### src/include/read_datapath_defs.svh
//**************************************************************************
// Read datapath geometry and latency constants
// Fixes the DQ width, DQS grouping, AFI rate and the OCT window taps
//**************************************************************************

`ifndef READ_DATAPATH_DEFS_SVH
`define READ_DATAPATH_DEFS_SVH

// Memory side geometry
`define MEM_DQ_WIDTH            16
`define MEM_READ_DQS_WIDTH      2
// Each read DQS group strobes this many DQ pins
`define DQ_GROUP_WIDTH          (`MEM_DQ_WIDTH / `MEM_READ_DQS_WIDTH)

// Half-rate AFI gives two memory clocks per AFI clock
`define AFI_RATE_RATIO          2
// Two beats per memory clock, so four beats land in one AFI cycle
`define NUM_TIMESLOTS           (2 * `AFI_RATE_RATIO)
`define AFI_DATA_WIDTH          (`MEM_DQ_WIDTH * `NUM_TIMESLOTS)
// One OCT control bit per DQS pin per AFI phase
`define AFI_DQS_WIDTH           (`MEM_READ_DQS_WIDTH * `AFI_RATE_RATIO)

// Depth of the read latency shifter and width of the tap select
`define MAX_READ_LATENCY        32
`define MAX_LATENCY_COUNT_WIDTH 5

// Memory read latency in memory clocks
`define MEM_T_RL                8

// OCT window taps in AFI cycles, counted from the read enable
// The window opens early enough to cover the preamble and never goes negative
`define OCT_ON_DELAY            ((`MEM_T_RL > 4) ? ((`MEM_T_RL - 4) / 2) : 0)
// The window closes after the last beat plus the postamble
`define OCT_OFF_DELAY           ((`MEM_T_RL + 6) / 2)

`endif
### src/hw/read_datapath_pkg.sv
//**************************************************************************
// Read datapath types
// Vector types for AFI data, DQS group beats, latency and strobe buses
//**************************************************************************

`include "read_datapath_defs.svh"

package read_datapath_pkg;

	//**********************************************************************
	// Data buses
	//**********************************************************************

	// One AFI cycle of read data, all four time slots of every DQ pin
	typedef logic [`AFI_DATA_WIDTH-1:0] afi_data_t;

	// One beat of one DQS group as it leaves the DDIO capture
	typedef logic [`DQ_GROUP_WIDTH-1:0] dq_group_t;

	//**********************************************************************
	// Control buses
	//**********************************************************************

	// Read latency chosen by the sequencer during calibration
	// It selects a tap of the latency shifter
	typedef logic [`MAX_LATENCY_COUNT_WIDTH-1:0] lat_count_t;

	// One bit per AFI phase
	// Used for the read enables and the read valid strobe
	typedef logic [`AFI_RATE_RATIO-1:0] afi_phase_t;

	// Termination disable towards the I/O, one bit per DQS pin and phase
	typedef logic [`AFI_DQS_WIDTH-1:0] oct_ctrl_t;

	// Read request history
	// Bit 0 holds the request sampled at the last edge
	typedef logic [`MAX_READ_LATENCY-1:0] lat_shift_t;

endpackage

### src/hw/read_datapath.sv
//**************************************************************************
// Half-rate LPDDR2 read datapath on the AFI clock
// Builds the read valid strobe and the OCT window from the AFI read
// enables and reorders captured DQ data into AFI time slot order
//**************************************************************************

`timescale 1ns/1ps

`include "read_datapath_defs.svh"

module read_datapath
	import read_datapath_pkg::*;
(
	input  logic       pll_afi_clk,
	input  logic       reset_n_afi_clk,

	// Read requests from the controller and the full-burst read enable
	input  afi_phase_t afi_rdata_en_i,
	input  afi_phase_t afi_rdata_en_full_i,

	// Read latency tuned by the sequencer
	input  lat_count_t seq_read_latency_counter_i,

	// Capture data from the DDIO, already on the AFI clock
	input  afi_data_t  ddio_phy_dq_i,

	output afi_data_t  afi_rdata_o,
	output afi_phase_t afi_rdata_valid_o,
	output oct_ctrl_t  force_oct_off_o
);

	// Single-bit strobes before they fan out to the AFI buses
	logic read_valid;
	logic oct_off;

	//**********************************************************************
	// Read valid generation
	//**********************************************************************

	// In half rate the controller drives both phases of afi_rdata_en the
	// same way, so phase 0 carries the whole request
	read_valid_gen read_valid_gen_i
	(
		.pll_afi_clk     (pll_afi_clk),
		.reset_n_afi_clk (reset_n_afi_clk),
		.rdata_en_i      (afi_rdata_en_i[0]),
		.latency_i       (seq_read_latency_counter_i),
		.read_valid_o    (read_valid)
	);

	// Data of one AFI cycle is valid on both phases at once
	assign afi_rdata_valid_o = {`AFI_RATE_RATIO{read_valid}};

	//**********************************************************************
	// OCT control
	//**********************************************************************

	// The termination window follows the full-burst enable
	// Phase 0 is enough for the same reason as above
	oct_ctrl oct_ctrl_i
	(
		.pll_afi_clk     (pll_afi_clk),
		.reset_n_afi_clk (reset_n_afi_clk),
		.rdata_en_full_i (afi_rdata_en_full_i[0]),
		.force_oct_off_o (oct_off)
	);

	// Every DQS pin and phase sees the same window
	assign force_oct_off_o = {`AFI_DQS_WIDTH{oct_off}};

	//**********************************************************************
	// Read data reordering
	//**********************************************************************

	// The FIFOs live in the I/O block, so capture data is already on the
	// AFI clock and only needs a change of bit order
	//
	// The capture bus is ordered by DQS group, then by time slot
	//   G1_T3 G1_T2 G1_T1 G1_T0 G0_T3 G0_T2 G0_T1 G0_T0
	//
	// The AFI bus is ordered by time slot, then by DQS group
	//   G1_T3 G0_T3 G1_T2 G0_T2 G1_T1 G0_T1 G1_T0 G0_T0
	//
	// Each field is one beat of one group, DQ_GROUP_WIDTH bits wide
	for (genvar g = 0; g < `MEM_READ_DQS_WIDTH; g++)
	begin : gen_dqs_group
		for (genvar t = 0; t < `NUM_TIMESLOTS; t++)
		begin : gen_timeslot
			// Beat t of group g
			dq_group_t beat;

			// Source field inside the group's block of capture data
			assign beat = ddio_phy_dq_i[`NUM_TIMESLOTS * `DQ_GROUP_WIDTH * g +
				`DQ_GROUP_WIDTH * t +: `DQ_GROUP_WIDTH];

			// Destination field inside time slot t of the AFI word
			assign afi_rdata_o[`MEM_DQ_WIDTH * t +
				`DQ_GROUP_WIDTH * g +: `DQ_GROUP_WIDTH] = beat;
		end
	end

endmodule

### src/hw/oct_ctrl.sv
//**************************************************************************
// OCT window control
// Disables output termination around the returning read burst
//**************************************************************************

`timescale 1ns/1ps

`include "read_datapath_defs.svh"

module oct_ctrl
	import read_datapath_pkg::*;
(
	input  logic pll_afi_clk,
	input  logic reset_n_afi_clk,

	// Full-burst read enable, phase 0 of afi_rdata_en_full
	input  logic rdata_en_full_i,

	// Low while the read burst and its preamble and postamble are on the bus
	output logic force_oct_off_o
);

	// Last OCT_OFF_DELAY read enables, bit 0 is one cycle ago
	logic [`OCT_OFF_DELAY-1:0] rdata_en_r;

	// Current enable joined to the history
	// Bit k is the enable seen k cycles ago
	logic [`OCT_OFF_DELAY:0] rdata_en_window;

	assign rdata_en_window = {rdata_en_r, rdata_en_full_i};

	//**********************************************************************
	// Enable history and window register
	//**********************************************************************

	// The burst reaches the pins MEM_T_RL memory clocks after the command
	// Taps OCT_ON_DELAY to OCT_OFF_DELAY cover it in AFI cycles
	// Requests close together merge into one window since any tap counts
	always_ff @(posedge pll_afi_clk or negedge reset_n_afi_clk)
	begin
		if (!reset_n_afi_clk)
		begin
			rdata_en_r      <= '0;
			force_oct_off_o <= 1'b0;
		end
		else
		begin
			rdata_en_r      <= rdata_en_window[`OCT_OFF_DELAY-1:0];
			force_oct_off_o <= ~(|rdata_en_window[`OCT_OFF_DELAY:`OCT_ON_DELAY]);
		end
	end

	//**********************************************************************
	// Checks
	//**********************************************************************

	// One request keeps the window open for all taps from OCT_ON_DELAY to
	// OCT_OFF_DELAY, which is six AFI cycles at this read latency
	assert property (@(posedge pll_afi_clk) disable iff (!reset_n_afi_clk)
		$fell(force_oct_off_o) |->
			!force_oct_off_o [*(`OCT_OFF_DELAY - `OCT_ON_DELAY + 1)])
	else
		$error("OCT window shorter than the read burst");

endmodule

### src/hw/read_valid_gen.sv
//**************************************************************************
// Read valid generator
// Delays each read request by the calibrated read latency and turns it
// into the read valid strobe of the AFI
//**************************************************************************

`timescale 1ns/1ps

`include "read_datapath_defs.svh"

module read_valid_gen
	import read_datapath_pkg::*;
(
	input  logic       pll_afi_clk,
	input  logic       reset_n_afi_clk,

	// Read request, phase 0 of afi_rdata_en
	input  logic       rdata_en_i,

	// Selects which shifter stage becomes the valid strobe
	input  lat_count_t latency_i,

	output logic       read_valid_o
);

	// Request history, one bit per AFI cycle
	lat_shift_t latency_shifter;

	// Registered output of the latency tap mux
	logic tap_sel_r;

	//**********************************************************************
	// Latency shifter
	//**********************************************************************

	// A token enters stage 0 for every cycle the request is high
	// Stage L holds it L cycles later, so a burst of k requests leaves
	// k tokens in a row and gives k valid cycles
	always_ff @(posedge pll_afi_clk or negedge reset_n_afi_clk)
	begin
		if (!reset_n_afi_clk)
		begin
			latency_shifter <= '0;
		end
		else
		begin
			latency_shifter <= {latency_shifter[`MAX_READ_LATENCY-2:0], rdata_en_i};
		end
	end

	//**********************************************************************
	// Tap selection
	//**********************************************************************

	// The sequencer may change the latency at any time during calibration
	// The new value takes effect at the next edge
	// Register the 32 to 1 mux before it reaches the AFI
	always_ff @(posedge pll_afi_clk or negedge reset_n_afi_clk)
	begin
		if (!reset_n_afi_clk)
		begin
			tap_sel_r    <= 1'b0;
			read_valid_o <= 1'b0;
		end
		else
		begin
			tap_sel_r    <= latency_shifter[latency_i];
			// AFI valid register, two edges after the selected stage
			read_valid_o <= tap_sel_r;
		end
	end

	//**********************************************************************
	// Checks
	//**********************************************************************

	// A rising valid must trace back to a token that sat in the shifter
	// two edges before, whatever the latency was at that time
	assert property (@(posedge pll_afi_clk) disable iff (!reset_n_afi_clk)
		$rose(read_valid_o) |-> $past(|latency_shifter, 2))
	else
		$error("read valid rose with no request in the latency shifter");

endmodule

### config.mk
export PLATFORM = sky130hd
export DESIGN_NAME = read_datapath
export DESIGN_NICKNAME = d
export VERILOG_FILES = /design/src/hw/read_datapath_pkg.sv /design/src/hw/read_datapath.sv /design/src/hw/oct_ctrl.sv /design/src/hw/read_valid_gen.sv
export VERILOG_INCLUDE_DIRS = /design/src /design/src/include
export SDC_FILE = /design/constraint.sdc
export NUM_CORES = 1
export LEC_CHECK = 0
export BUFFER_PORTS_ARGS = -buffer_cell sky130_fd_sc_hd__buf_2
export CORE_ASPECT_RATIO = 0.6
export CORE_UTILIZATION = 40
export CTS_CLUSTER_SIZE = 28
export DETAILED_ROUTE_END_ITERATION = 12
export GPL_TIMING_DRIVEN = 0
export PLACE_DENSITY = 0.8
export SYNTH_ARGS = -nofsm -noshare
export SYNTH_HDL_FRONTEND = slang
export SYNTH_HIERARCHICAL = 1
export SYNTH_SLANG_ARGS = --single-unit
### constraint.sdc
create_clock -name pll_afi_clk -period 1.44 [get_ports pll_afi_clk]
set_input_delay 0.072 -clock pll_afi_clk [delete_from_list [all_inputs] [get_ports pll_afi_clk]]
set_output_delay 0.072 -clock pll_afi_clk [all_outputs]
set_load 0.005 [all_outputs]
==> metrics.md <==
| Metric | Value |
|---|---|
| Critical path type | `flop to flop` |
| Pleak | `1.360 nW` |
| First-pass GRT wire length | `just over 5000 um` |
| Top cells by count, synth | `buf_4 (70), dfrtp_1 (42), mux2i_1 (16)` |
| Setup TNS | `0 ns` |
| Final RePlAce weighted congestion | `0.7769` |
| Top-count cell post-synth | `buf_4` |
| Clock Latency Late Sink | `0.29 ns` |
| Worst slew pin tran | `0.8658 ns` |
| Syn Area/Cell | `12.38 um^2` |
| Pin count of the biggest net entering global routing | `43` |
| Yosys cell types | `19` |
| Total core area | `0.004588 mm^2` |
| TritonCTS Sinks | `between 40 and 50` |
| Number of setup buffers added after CTS | `0` |
| DR vias | `1256` |
| Final non-filler cell total | `between 300 and 400` |
| Post-synth ARST share | `between 90% and 100%` |
| DP Cell Count | `295` |
| PD cells | `roughly 960 mW/mm^2` |
| Post-synth EDFFs | `0` |
| Detailed Routing Iterations Pass 1 | `4` |
| Antenna Nets Post-Route | `0` |
| Grt ovf | `0` |
| CP Capture Type | `flop` |
| Status | `completed` |
| Final worst path period share | `87.25%` |
| Post-synthesis sequential area ratio | `54.76%` |
| Synth area leader | `dfrtp_1` |
| Layout cells sized above 1 | `65.02%` |
| Routed vias/inst | `4.105` |
| Fmax | `0.7959 GHz` |
| Area of the die | `0.005088 mm^2` |
| Final HPWL from detailed placement | `2544 um` |
| Root Buffer | `clkbuf_8` |
| Worst setup SP type | `flop` |
| Ranking of synthesized cells by area | `dfrtp_1 (55%), buf_4 (27%), mux2i_1 (8.3%)` |
| Minimum clock period | `1.256 ns` |
| Overall Global Routing Usage | `13.42%` |
| Initial antenna violation count | `0` |
| CTS Buffer Depth | `2` |
| Syn Nets | `230` |
| Final hold vios | `0` |
| CP arrival | `around 1.4 ns` |
| Peak supply drop | `about 0.65 mV` |
| Diodes inserted | `0` |
| DRT iter0 DRCs | `40` |
| Die H | `55.66 um` |
| FF+latch count, synth | `42` |
| Setup violators final | `0` |
| Mapped Cells | `~160` |
| FP Rows | `19` |
| Final net count | `317` |
| RSZ-0062 raised after global routing | `no` |
| YS warnings | `6` |
| Share of the synthesized area in the top cell type | `about 55%` |
| Clock skew | `0.004295 ns` |
| CP Data Required Time | `1.62 ns` |
| Crit-path max FO | `2` |
| Final WL | `3274 um` |
| Synthesized cell area | `0.001919 mm^2` |
| Top_reg_cell synth | `dfrtp_1` |
| # DRC | `0` |
| Final Max Tran Viols | `0` |
| Htree depth | `2` |
| Filler cells | `a little over 400` |
| Maximum capacitance violations | `0` |
| Hold Crit Class | `input pin to flop` |
| Slew headroom | `around 42%` |
| CTS buffer count | `5` |
| CTS clk-pin slew, worst paths | `0.07 ns` |
| P&R area growth vs syn | `30.70%` |
| Ports | `145` |
| CTS tree | `yes` |
| Routed len/inst | `10.70 um` |
| Initial core utilization | `41.83%` |
| Vias in the first global route | `1059` |
| # port buffers | `77` |
| Die W | `91.43 um` |
[power breakdown]
| group | switching (mW) | internal (mW) |
|---|---|---|
| Combinational | 0.135 | 0.241 |
| Clock | 0.385 | 0.385 |
| Sequential | 0.0317 | 1.24 |
[cells by family after synthesis]
kind of cell	synth area share [%]
mux	8.344
simple gates	4.629
buf+inv	29.01
flops	54.76
compound gates	3.259
[cell usage in the layout (no fill, tap or decap)]
cell type,instances
a211oi_1,1
a21oi_1,3
a22oi_1,4
a311o_1,1
and2_1,1
and2b_1,1
buf_12,1
buf_2,77
buf_4,70
buf_6,1
clkbuf_8,6
clkinv_2,1
clkinvlp_4,1
dfrtp_1,42
dlygate4sd3_1,3
mux2i_1,16
nand2_1,6
nand2b_1,1
nand3_1,2
nand4b_1,1
nor2_1,1
nor2b_1,1
nor3_2,1
or4_1,1
[final timing paths]
path / start / to / slack [ns] / cells after the start
worst max-delay path: read_valid_gen_i/latency_shifter[23]$_DFF_PN0_ / read_valid_gen_i/tap_sel_r$_DFF_PN0_ / 0.18 / 5
worst min-delay path: seq_read_latency_counter_i[1] / read_valid_gen_i/tap_sel_r$_DFF_PN0_ / 0.22 / 4
worst max register to register: read_valid_gen_i/latency_shifter[23]$_DFF_PN0_ / read_valid_gen_i/tap_sel_r$_DFF_PN0_ / 0.18 / 5
worst min register to register: oct_ctrl_i/rdata_en_r[0]$_DFF_PN0_ / oct_ctrl_i/rdata_en_r[1]$_DFF_PN0_ / 0.35 / 0
max in group asynchronous: reset_n_afi_clk / read_valid_gen_i/latency_shifter[15]$_DFF_PN0_ / 0.47 / 2
min in group asynchronous: reset_n_afi_clk / read_valid_gen_i/latency_shifter[24]$_DFF_PN0_ / 0.43 / 2
[registers in the layout, indices dropped and copies added (netlist names)]
| signal | cells |
|---|---|
| oct_ctrl_i/force_oct_off_o | 1 |
| read_valid_gen_i/read_valid_o | 1 |
| oct_ctrl_i/rdata_en_r | 7 |
| read_valid_gen_i/tap_sel_r | 1 |
| read_valid_gen_i/latency_shifter | 32 |
[layer usage]
layer	up-vias	GRT usage (%)	part of all wire, %
li1	612	-	-
met4	0	4.762	0.64
met3	4	5.874	9.0
met2	52	18.58	47
met5	-	0	0
met1	588	18.69	43
[stage by stage]
step                util [%]  area, um^2  power (mW)  setup WS (ns)  hold slack (ns)
finish                 54.68        2509       2.421         0.1835           0.2222
CTS                    54.68        2509       2.461         0.1794           0.2084
detailed placement     51.95        2384       1.672         0.1898           0.1813
global route           54.68        2509       2.544         0.1484           0.2470
global placement       51.95        2384       1.663         0.2065           0.1809
floorplan                  -        1919       1.519         0.3184          -0.2236
[what timing repair did]
item	CTS	global route
hold endpoints to repair	44	0
hold buffers	3	0
gates resized for setup	0	0
[cell type report]
type | instances | area, um^2 | area share [%]
Sequential cell | 42 | 1051 | 41.90
Buffer | 72 | 556.8 | 22.19
Timing Repair Buffer | 80 | 415.4 | 16.56
Multi-Input combinational cell | 41 | 311.5 | 12.42
Clock buffer | 6 | 82.58 | 3.292
Tap cell | 63 | 78.83 | 3.142
Clock inverter | 2 | 12.51 | 0.4988
[critical path: stages, from the launching register on]
cell      delay, ns
dfrtp_1        0.38
mux2i_1        0.18
a22oi_1        0.09
nand4b_1       0.11
a21oi_1        0.05
a311o_1        0.33
(Power assumes the default switching activity.)
